## config.mk

```make
export PLATFORM = sky130hd
export DESIGN_NAME = axil_sub_isolator
export DESIGN_NICKNAME = d
export VERILOG_FILES = /design/src/rtl/axil_iso_pkg.sv /design/src/rtl/axil_sub_isolator.sv /design/src/rtl/rd_iso_path.sv /design/src/rtl/wr_iso_path.sv /design/src/rtl/resp_out_reg.sv /design/src/rtl/iso_resp_tracker.sv /design/src/rtl/iso_ctrl_fsm.sv
export VERILOG_INCLUDE_DIRS = /design/src /design/src/rtl
export SDC_FILE = /design/constraint.sdc
export NUM_CORES = 1
export LEC_CHECK = 0
export BUFFER_PORTS_ARGS = -buffer_cell sky130_fd_sc_hd__buf_2
export CORE_MARGIN = 8
export CORE_UTILIZATION = 35
export DETAILED_ROUTE_END_ITERATION = 16
export PLACE_DENSITY_LB_ADDON = 0.15
export SLEW_MARGIN = 20
export SYNTH_ARGS = -nofsm -noshare
export SYNTH_HDL_FRONTEND = slang
export SYNTH_SLANG_ARGS = --single-unit
```

## constraint.sdc

```tcl
create_clock -name clk -period 7.5 [get_ports clk]
set_input_delay 1.5 -clock clk [delete_from_list [all_inputs] [get_ports clk]]
set_output_delay 1.5 -clock clk [all_outputs]
set_load 0.02 [all_outputs]
```

## src/rtl/axil_iso_config.svh

```systemverilog
//**************************************************
// Build-time settings of the AXI4-Lite isolator:
// bus widths, the outstanding request limit per
// direction and the values returned for requests
// that are answered during isolation
//**************************************************

`ifndef AXIL_ISO_CONFIG_SVH
`define AXIL_ISO_CONFIG_SVH

// Bus widths
`define AXIL_ISO_ADDR_W 12
`define AXIL_ISO_DATA_W 32

// Requests that may wait for a response in each direction
`define AXIL_ISO_MAX_OUTSTANDING 8

// Must hold the value AXIL_ISO_MAX_OUTSTANDING itself
`define AXIL_ISO_CNT_W 4

// Response code and read data for isolated transactions
`define AXIL_ISO_RESP_SLVERR 2'b10
`define AXIL_ISO_RDATA 32'hdead_beef

`endif
```

## src/rtl/axil_iso_pkg.sv

```systemverilog
//**************************************************
// Shared types of the AXI4-Lite isolator:
// bus field vectors, the outstanding counter and
// the isolation state encoding
//**************************************************

`default_nettype none

`include "axil_iso_config.svh"

package axil_iso_pkg;

  // Bus fields
  typedef logic [`AXIL_ISO_ADDR_W-1:0] addr_t;
  typedef logic [`AXIL_ISO_DATA_W-1:0] data_t;
  typedef logic [`AXIL_ISO_DATA_W/8-1:0] strb_t;
  typedef logic [1:0] resp_t;

  // Requests still waiting for a response
  typedef logic [`AXIL_ISO_CNT_W-1:0] cnt_t;

  // Per-direction isolation control
  typedef enum logic [1:0] {
    IDLE,
    DRAIN,
    ISOLATED,
    RESUME
  } iso_state_t;

endpackage

`default_nettype wire

```

## src/rtl/axil_sub_isolator.sv

```systemverilog
//**************************************************
// AXI4-Lite subordinate isolator, top level.
// Holds the write and read paths and the combined
// isolate_done handshake register
//**************************************************

`timescale 1ns/1ns
`default_nettype none

module axil_sub_isolator
  import axil_iso_pkg::*;
(
  input  logic  clk,
  input  logic  rst_n,
  input  logic  isolate_req,
  output logic  isolate_done,
  // Upstream manager side
  input  addr_t awaddr,
  input  logic  awvalid,
  output logic  awready,
  input  data_t wdata,
  input  strb_t wstrb,
  input  logic  wvalid,
  output logic  wready,
  output resp_t bresp,
  output logic  bvalid,
  input  logic  bready,
  input  addr_t araddr,
  input  logic  arvalid,
  output logic  arready,
  output data_t rdata,
  output resp_t rresp,
  output logic  rvalid,
  input  logic  rready,
  // Downstream subordinate side
  output addr_t ds_awaddr,
  output logic  ds_awvalid,
  input  logic  ds_awready,
  output data_t ds_wdata,
  output strb_t ds_wstrb,
  output logic  ds_wvalid,
  input  logic  ds_wready,
  input  resp_t ds_bresp,
  input  logic  ds_bvalid,
  output logic  ds_bready,
  output addr_t ds_araddr,
  output logic  ds_arvalid,
  input  logic  ds_arready,
  input  data_t ds_rdata,
  input  resp_t ds_rresp,
  input  logic  ds_rvalid,
  output logic  ds_rready
);

  logic wr_done;
  logic rd_done;

  wr_iso_path u_wr (
    .clk(clk), .rst_n(rst_n), .isolate_req(isolate_req),
    .awaddr(awaddr), .awvalid(awvalid), .awready(awready),
    .wdata(wdata), .wstrb(wstrb), .wvalid(wvalid), .wready(wready),
    .bresp(bresp), .bvalid(bvalid), .bready(bready),
    .ds_awaddr(ds_awaddr), .ds_awvalid(ds_awvalid), .ds_awready(ds_awready),
    .ds_wdata(ds_wdata), .ds_wstrb(ds_wstrb), .ds_wvalid(ds_wvalid),
    .ds_wready(ds_wready), .ds_bresp(ds_bresp), .ds_bvalid(ds_bvalid),
    .ds_bready(ds_bready), .path_done(wr_done)
  );

  rd_iso_path u_rd (
    .clk(clk), .rst_n(rst_n), .isolate_req(isolate_req),
    .araddr(araddr), .arvalid(arvalid), .arready(arready),
    .rdata(rdata), .rresp(rresp), .rvalid(rvalid), .rready(rready),
    .ds_araddr(ds_araddr), .ds_arvalid(ds_arvalid), .ds_arready(ds_arready),
    .ds_rdata(ds_rdata), .ds_rresp(ds_rresp), .ds_rvalid(ds_rvalid),
    .ds_rready(ds_rready), .path_done(rd_done)
  );

  // Done rises when both directions are isolated and falls when both have left
  always_ff @(posedge clk) begin
    if (!rst_n) begin
      isolate_done <= 1'b0;
    end else if (isolate_done) begin
      isolate_done <= wr_done || rd_done;
    end else begin
      isolate_done <= wr_done && rd_done;
    end
  end

endmodule

`default_nettype wire

```

## src/rtl/rd_iso_path.sv

```systemverilog
//**************************************************
// Read direction of the isolator.
// Passes AR downstream, tracks it and returns R
// through an output register
//**************************************************

`timescale 1ns/1ns
`default_nettype none

`include "axil_iso_config.svh"

module rd_iso_path
  import axil_iso_pkg::*;
(
  input  logic  clk,
  input  logic  rst_n,
  input  logic  isolate_req,
  input  addr_t araddr,
  input  logic  arvalid,
  output logic  arready,
  output data_t rdata,
  output resp_t rresp,
  output logic  rvalid,
  input  logic  rready,
  output addr_t ds_araddr,
  output logic  ds_arvalid,
  input  logic  ds_arready,
  input  data_t ds_rdata,
  input  resp_t ds_rresp,
  input  logic  ds_rvalid,
  output logic  ds_rready,
  output logic  path_done
);

  localparam int R_W = $bits(data_t) + $bits(resp_t);

  logic           isolating, idle;
  logic           r_valid, r_ready, r_local;
  logic [R_W-1:0] r_beat;

  iso_ctrl_fsm u_fsm (
    .clk(clk), .rst_n(rst_n), .isolate_req(isolate_req), .idle(idle),
    .isolating(isolating), .path_done(path_done)
  );

  iso_resp_tracker u_tracker (
    .clk(clk), .rst_n(rst_n), .isolating(isolating),
    .req_valid(arvalid), .req_ready(arready),
    .ds_req_valid(ds_arvalid), .ds_req_ready(ds_arready),
    .ds_resp_valid(ds_rvalid), .ds_resp_ready(ds_rready),
    .resp_valid(r_valid), .resp_ready(r_ready), .resp_local(r_local),
    .idle(idle)
  );

  assign ds_araddr = araddr;

  // Local beats carry the fixed pattern and SLVERR
  assign r_beat = r_local ?
                  {data_t'(`AXIL_ISO_RDATA), resp_t'(`AXIL_ISO_RESP_SLVERR)} :
                  {ds_rdata, ds_rresp};

  resp_out_reg #(.WIDTH(R_W)) u_r_reg (
    .clk(clk), .rst_n(rst_n),
    .in_valid(r_valid), .in_ready(r_ready), .in_data(r_beat),
    .out_valid(rvalid), .out_ready(rready), .out_data({rdata, rresp})
  );

endmodule

`default_nettype wire

```

## src/rtl/wr_iso_path.sv

```systemverilog
//**************************************************
// Write direction of the isolator.
// Joins AW and W into one request, tracks it and
// returns B through an output register
//**************************************************

`timescale 1ns/1ns
`default_nettype none

`include "axil_iso_config.svh"

module wr_iso_path
  import axil_iso_pkg::*;
(
  input  logic  clk,
  input  logic  rst_n,
  input  logic  isolate_req,
  input  addr_t awaddr,
  input  logic  awvalid,
  output logic  awready,
  input  data_t wdata,
  input  strb_t wstrb,
  input  logic  wvalid,
  output logic  wready,
  output resp_t bresp,
  output logic  bvalid,
  input  logic  bready,
  output addr_t ds_awaddr,
  output logic  ds_awvalid,
  input  logic  ds_awready,
  output data_t ds_wdata,
  output strb_t ds_wstrb,
  output logic  ds_wvalid,
  input  logic  ds_wready,
  input  resp_t ds_bresp,
  input  logic  ds_bvalid,
  output logic  ds_bready,
  output logic  path_done
);

  logic  isolating, idle;
  logic  req_valid, req_ready;
  logic  ds_req_valid, ds_req_ready;
  logic  b_valid, b_ready, b_local;
  resp_t b_resp;
  // Downstream halves already taken for the current write
  logic  aw_done, w_done;

  iso_ctrl_fsm u_fsm (
    .clk(clk), .rst_n(rst_n), .isolate_req(isolate_req), .idle(idle),
    .isolating(isolating), .path_done(path_done)
  );

  // The write enters only when address and data are both present
  assign req_valid = awvalid && wvalid;
  assign awready = req_valid && req_ready;
  assign wready = req_valid && req_ready;

  assign ds_awvalid = ds_req_valid && !aw_done;
  assign ds_wvalid = ds_req_valid && !w_done;
  assign ds_req_ready = (aw_done || ds_awready) && (w_done || ds_wready);

  always_ff @(posedge clk) begin
    if (!rst_n || (req_valid && req_ready)) begin
      aw_done <= 1'b0;
      w_done <= 1'b0;
    end else begin
      aw_done <= aw_done || (ds_awvalid && ds_awready);
      w_done <= w_done || (ds_wvalid && ds_wready);
    end
  end

  assign ds_awaddr = awaddr;
  assign ds_wdata = wdata;
  assign ds_wstrb = wstrb;

  iso_resp_tracker u_tracker (
    .clk(clk), .rst_n(rst_n), .isolating(isolating),
    .req_valid(req_valid), .req_ready(req_ready),
    .ds_req_valid(ds_req_valid), .ds_req_ready(ds_req_ready),
    .ds_resp_valid(ds_bvalid), .ds_resp_ready(ds_bready),
    .resp_valid(b_valid), .resp_ready(b_ready), .resp_local(b_local),
    .idle(idle)
  );

  assign b_resp = b_local ? resp_t'(`AXIL_ISO_RESP_SLVERR) : ds_bresp;

  resp_out_reg #(.WIDTH($bits(resp_t))) u_b_reg (
    .clk(clk), .rst_n(rst_n),
    .in_valid(b_valid), .in_ready(b_ready), .in_data(b_resp),
    .out_valid(bvalid), .out_ready(bready), .out_data(bresp)
  );

endmodule

`default_nettype wire

```

## src/rtl/resp_out_reg.sv

```systemverilog
//**************************************************
// One-entry forward register for an upstream
// response channel, full throughput
//**************************************************

`timescale 1ns/1ns
`default_nettype none

module resp_out_reg #(
  parameter int WIDTH = 2
) (
  input  logic             clk,
  input  logic             rst_n,
  input  logic             in_valid,
  output logic             in_ready,
  input  logic [WIDTH-1:0] in_data,
  output logic             out_valid,
  input  logic             out_ready,
  output logic [WIDTH-1:0] out_data
);

  logic             full;
  logic [WIDTH-1:0] data_q;

  // A new entry may enter on the same cycle the old one leaves
  assign in_ready = !full || out_ready;

  always_ff @(posedge clk) begin
    if (!rst_n) begin
      full <= 1'b0;
    end else if (in_valid && in_ready) begin
      full <= 1'b1;
    end else if (out_ready) begin
      full <= 1'b0;
    end
  end

  always_ff @(posedge clk) begin
    if (in_valid && in_ready) begin
      data_q <= in_data;
    end
  end

  assign out_valid = full;
  assign out_data = data_q;

endmodule

`default_nettype wire

```

## src/rtl/iso_resp_tracker.sv

```systemverilog
//**************************************************
// Response tracker for one direction.
// Counts requests waiting for a response, gates
// the downstream request and response handshakes,
// and makes local responses while isolating
//**************************************************

`timescale 1ns/1ns
`default_nettype none

`include "axil_iso_config.svh"

module iso_resp_tracker
  import axil_iso_pkg::*;
(
  input  logic clk,
  input  logic rst_n,
  input  logic isolating,
  // Upstream request
  input  logic req_valid,
  output logic req_ready,
  // Downstream request
  output logic ds_req_valid,
  input  logic ds_req_ready,
  // Downstream response
  input  logic ds_resp_valid,
  output logic ds_resp_ready,
  // Upstream response, toward the output register
  output logic resp_valid,
  input  logic resp_ready,
  output logic resp_local,
  output logic idle
);

  cnt_t count;
  logic at_limit;
  logic req_fire;
  logic resp_fire;

  assign at_limit = (count == cnt_t'(`AXIL_ISO_MAX_OUTSTANDING));

  // Requests are held back at the limit in both modes
  assign ds_req_valid = req_valid && !at_limit && !isolating;
  assign req_ready = isolating ? !at_limit : (ds_req_ready && !at_limit);

  // While isolating, downstream responses are taken and thrown away
  assign ds_resp_ready = isolating ? 1'b1 : resp_ready;

  // One local response for every request still counted
  assign resp_valid = isolating ? (count != '0) : ds_resp_valid;
  assign resp_local = isolating;

  assign idle = (count == '0) && !resp_valid;

  assign req_fire = req_valid && req_ready;
  assign resp_fire = resp_valid && resp_ready;

  always_ff @(posedge clk) begin
    if (!rst_n) begin
      count <= '0;
    end else if (req_fire && !resp_fire) begin
      count <= count + cnt_t'(1);
    end else if (!req_fire && resp_fire) begin
      count <= count - cnt_t'(1);
    end
  end

endmodule

`default_nettype wire

```

## src/rtl/iso_ctrl_fsm.sv

```systemverilog
//**************************************************
// Isolation control FSM for one direction.
// Enters isolation on isolate_req, waits for the
// tracker to drain, and leaves isolation only once
// all local responses are gone
//**************************************************

`timescale 1ns/1ns
`default_nettype none

module iso_ctrl_fsm
  import axil_iso_pkg::*;
(
  input  logic clk,
  input  logic rst_n,
  input  logic isolate_req,
  input  logic idle,
  output logic isolating,
  output logic path_done
);

  iso_state_t state;
  iso_state_t state_next;

  always_comb begin
    state_next = state;
    case (state)
      IDLE: begin
        if (isolate_req) begin
          state_next = DRAIN;
        end
      end
      // Pending requests get local answers until none is left
      DRAIN: begin
        if (idle) begin
          state_next = ISOLATED;
        end
      end
      ISOLATED: begin
        if (!isolate_req) begin
          state_next = RESUME;
        end
      end
      // Requests taken while isolated must still be answered locally
      RESUME: begin
        if (idle) begin
          state_next = IDLE;
        end
      end
      default: begin
        state_next = IDLE;
      end
    endcase
  end

  always_ff @(posedge clk) begin
    if (!rst_n) begin
      state <= IDLE;
    end else begin
      state <= state_next;
    end
  end

  assign isolating = (state != IDLE);
  assign path_done = (state == ISOLATED);

endmodule

`default_nettype wire

```

# After elaboration in Yosys (flattened, before gate mapping)
# Index checks and enable logic that the tools add are counted.
[word_totals]
out_inout_bits = 107
register_bits = 53
wordCells = 114
[classes]
n_reduce_logical = 60
n_mux = 23
addsub = 4
n_eq_ne = 16
[ops]
columns = ["operator", "count"]
rows = [
  ["$logic_and 1x1->1", 23],
  ["$mux 4", 4],
  ["$pmux 2 s4", 2],
  ["$logic_not 1->1", 15],
  ["$mux 2", 6],
  ["$reduce_bool 2->1", 6],
  ["$mux 1", 11],
  ["$add 4x1->4 const B", 2],
  ["$eq 2x2->1 const B", 4],
  ["$eq 4x4->1 const B", 2],
  ["$logic_not 4->1", 2],
  ["$logic_or 1x1->1", 8],
  ["$ne 2x1->1 const B", 4],
  ["$ne 2x2->1 const B", 4],
  ["$reduce_and 4->1", 2],
  ["$reduce_bool 4->1", 2],
  ["$sub 4x1->4 const B", 2],
  ["$eq 2x1->1 const B", 2],
  ["$logic_not 2->1", 2],
]

# Longest topological paths before layout
[depth]
word_depth = 9
depth_mapped = 12

# Modules after synthesis
# Synthesis repeated with hierarchy kept, for this count alone.
[unflattened]
hier_cells = 279
area_unflattened_um2 = 3088.0
[modules_own_cells]
columns = ["module", "n_inst", "cells_per_inst", "seq_area_each_um2", "area_each_um2"]
rows = [
  ["resp_out_reg (u_rd.u_r_reg)", 1, 39, 1041.0, 1078.5],
  ["iso_resp_tracker", 2, 40, 80.1, 330.3],
  ["wr_iso_path", 1, 62, 40.0, 495.5],
  ["iso_ctrl_fsm", 2, 19, 40.0, 178.9],
  ["rd_iso_path", 1, 49, 0.0, 341.6],
  ["resp_out_reg (u_wr.u_b_reg)", 1, 7, 80.1, 117.6],
  ["axil_sub_isolator", 1, 4, 20.0, 36.3],
]

# Least setup slack after synthesis
# No wires, ideal clock.
[synth_timing]
path_type = "in2out"
startpoint = "input port awvalid"
endpoint = "output port wready"
path_stages = 4
setup_slack_ns = 3.615
n_path_buf = 1
t_arrival_ns = 2.385
path_cell_list = "nand2_1 a21o_1 a21oi_1 buf_4"
[synth_between]
elab_chain_len = 2
[synth_rtl]
columns = ["item", "line", "text"]
rows = [
  ["start, declared", "axil_sub_isolator.sv:19", "input logic awvalid,"],
  ["$logic_and 1x1->1", "wr_iso_path.sv:55", "assign req_valid = awvalid && wvalid;"],
  ["$logic_and 1x1->1", "n/a", ""],
  ["end, declared", "axil_sub_isolator.sv:24", "output logic wready,"],
]
# Every way passes these cells.

# Worst setup path after layout
[layout_timing]
startpoint = "input port awvalid"
endpoint = "output port awready"
[layout_between]
elab_chain_len = 2
[layout_rtl]
columns = ["item", "line", "text"]
rows = [
  ["$logic_and 1x1->1", "wr_iso_path.sv:55", ""],
  ["$logic_and 1x1->1", "wr_iso_path.sv:56", "assign awready = req_valid && req_ready;"],
  ["end, declared", "axil_sub_isolator.sv:20", "output logic awready,"],
]
# Every way passes these cells.

==> flow_summary.toml <==
[placed_design]
dp_slack_ns = 3.79
portBuffers = 95
dp_hpwl_mm = 4.66
globalplace.congestion = 0.775

[synthesis]
synth_area_um2 = 2960
synth_edf_count = 36
synthAdderAreaFrac_pct = 7.27
muxShareOfSynthArea_pct = 2.71
syn_inst = 272
yosys.area_share.simple_pct = 15.9
syn_nets = 397
yosys_most_used_dff = "edfxtp_1"
postSynthAreaPerCell_um2 = 10.9
synth_compound_area_share_pct = 7.32
yosys.area_share.xor_xnor_pct = 1.18
yosysSeqAreaShare_pct = 48.0
synth_cell_type_count = 29
synthArstFlopShare_pct = 0
synth_top_family_by_area = "buffers and inverters"
synth_warnings = 0
ys_ff_latch = 53

[final_layout]
area_growth_pct = 8.92
layout_commonest_cell = "buf_2"
mostFrequentLayoutCells = "95 x buf_2, 36 x edfxtp_1, 34 x nand2b_1"
antenna-diode-count = 0
drive_gt1_share_pct = 35.5
nets = 431

[routing]
wl_per_cell_um = 14.7
drc = 0
detailroute.via_count = 1848
vias_per_cell = 4.49
first_iter_violations = 50
drtAntennaViolNets = 0
finalWirelength_mm = 6.07
firstDrtPassIters = 4

[timing]
setup_tns_ns = 0
finalHoldViolCount = 0
fin_ws_ns = 3.79
slew_headroom_pct = 71.3
skew_ns = 0.00594
tightest_slew_ns = 0.431
period_share_pct = 49.4
rsz0062_at_grt = "false"
max_freq_mhz = 270
finalMaxSlewViolations = 0
period_needed_ns = 3.71
setup_violations = 0

[global_route]
grt_pass1_wl_mm = 9.81
grt_pass1_vias = 1931
grt_overflow = 0
grt_max_degree = 39
antenna_found_initial = 0
globalRouteTotalUtil_pct = 10.3

[setup_path]
cp-start-kind = "input pin"
endpoint_kind = "primary output"
crit_fanout = 3
r2r.worst_path.cells = 12
timing.rr.start = "u_rd.u_fsm.state[1]"
regToRegEndpoint = "u_rd.u_tracker.count[3]"
critPathKind = "input pin to primary output"
required_ns = 6.00
r2r_slack_ns = 4.67
critPathArrivalTime_ns = 2.21

[clocking]
clk_path_buf_depth = 2
cts_tree = "done"
cts_sinks = 53
cts_max_level = 2
cts_made_buffers = 5
hold_buffers = 0
clkLatencyLatePin_ns = 0.30
cts_resized = 0
clock-root-buffer = "clkbuf_8"
post-cts-setup-buffers = 0
clk_pin_slew_ns = 0.10

[power]
p_leak_uw = 0.00140
combPwrFrac_pct = 47.2
p_int_uw = 872
p_sw_share_pct = 39.7
power_switching_uw = 574
p_per_area_nw_per_um2 = 449
power_frac_seq_pct = 37.2
pwr-share-clk_pct = 15.6
vdd_drop_max_mv = 0.182

[worst_hold_path]
min_from = "isolate_done"
whs_path_depth = 2
min_path_type = "flip-flop to flip-flop"
min_to = "isolate_done"

[die]
rows = 33
die_h_um = 108
chipWidth_um = 108
start_util_pct = 36.0
coreArea_um2 = 8220
ios = 216
fp.dieArea_um2 = 11700

[status]
outcome = "finished clean"

[flow_run]
drv_cap = 0
[per-stage QoR]
step	hold slack [ns]	power, uW	cell area, um2	cells	utilization [%]
finish	0.490	1450	3220	412	39.2
global route	0.515	1570	3220	412	39.2
CTS	0.497	1480	3220	412	39.2
detailed placement	0.483	1250	3090	404	37.6
global placement	0.476	1240	3090	404	37.6
floorplan	0.468	1080	2960	272	-
[cell usage after synthesis, drive strengths merged (3+ instances only)]
master | instances | area share, %
ha | 14 | 5.9
nor2 | 4 | 0.51
mux2i | 8 | 2.7
nor2b | 5 | 1.1
nand2b | 34 | 7.2
clkbuf | 9 | 1.1
a21oi | 8 | 1.4
xnor2 | 4 | 1.2
inv | 8 | 1.0
a21boi | 3 | 0.76
buf | 61 | 15
edfxtp | 36 | 37
and2 | 15 | 3.2
o21ai | 7 | 1.2
o21a | 4 | 1.0
dfxtp | 17 | 12
nand2 | 15 | 1.9
[worst max path at each step]
stage	cells past startpoint	endpoint	start	slack, ns
after floorplan	4	wready	awvalid	3.61
after global placement	5	awready	awvalid	3.80
after detailed placement	5	awready	awvalid	3.79
after CTS	5	awready	awvalid	3.79
after global routing	5	awready	awvalid	3.72
final	5	awready	awvalid	3.79
[kinds of logic after synthesis]
kind of cell             Yosys count
AO/OA/AOI/OAI                     32
XOR/XNOR                           4
adder cells (fa/ha/maj)           16
buffers and inverters             78
flip-flops                        53
multiplexers                       8
AND/OR/NAND/NOR                   81
[area by class of cell]
| class | instances | area [um2] |
|---|---|---|
| Sequential cell | 53 | 1420 |
| Clock buffer | 5 | 68.8 |
| Multi-Input combinational cell | 141 | 1020 |
| Timing Repair Buffer | 97 | 490 |
| Clock inverter | 3 | 65.1 |
| Fill cell | 837 | 4990 |
| Inverter | 8 | 30.0 |
| Tap cell | 105 | 131 |
[critical path: stages]
cell     delay (ns)
buf_2          0.07
nand2_1        0.06
a21o_1         0.17
a21oi_1        0.19
buf_2          0.21
[power groups by stage]
stage                     Combinational, uW  Sequential [uW]  Clock (uW)
after floorplan                         415              669           0
after global placement                  696              545           0
after detailed placement                702              546           0
after CTS                               704              539         236
after global routing                    772              554         246
final                                   683              538         225
[flip-flops by register name, indices dropped and copies added (netlist names)]
register	cells
u_rd.u_tracker.count	4
u_wr.u_b_reg.out_valid	1
u_wr.u_fsm.state	2
u_wr.w_done	1
isolate_done	1
u_rd.u_r_reg.out_data	34
u_rd.u_r_reg.out_valid	1
u_rd.u_fsm.state	2
u_wr.u_b_reg.out_data	2
u_wr.aw_done	1
u_wr.u_tracker.count	4
[metal layers]
layer  share of wire [%]  GRT usage (%)  up-vias  wire length (um)
li1                    -              -      912                 -
met1                  42           12.3      826              2570
met2                  44           16.3       94              2700
met3                  11           3.39       16               649
met4                 2.5           5.05        0               149
met5                   0              0        -                 0
Note: power is estimated with default switching activity, not from simulation.
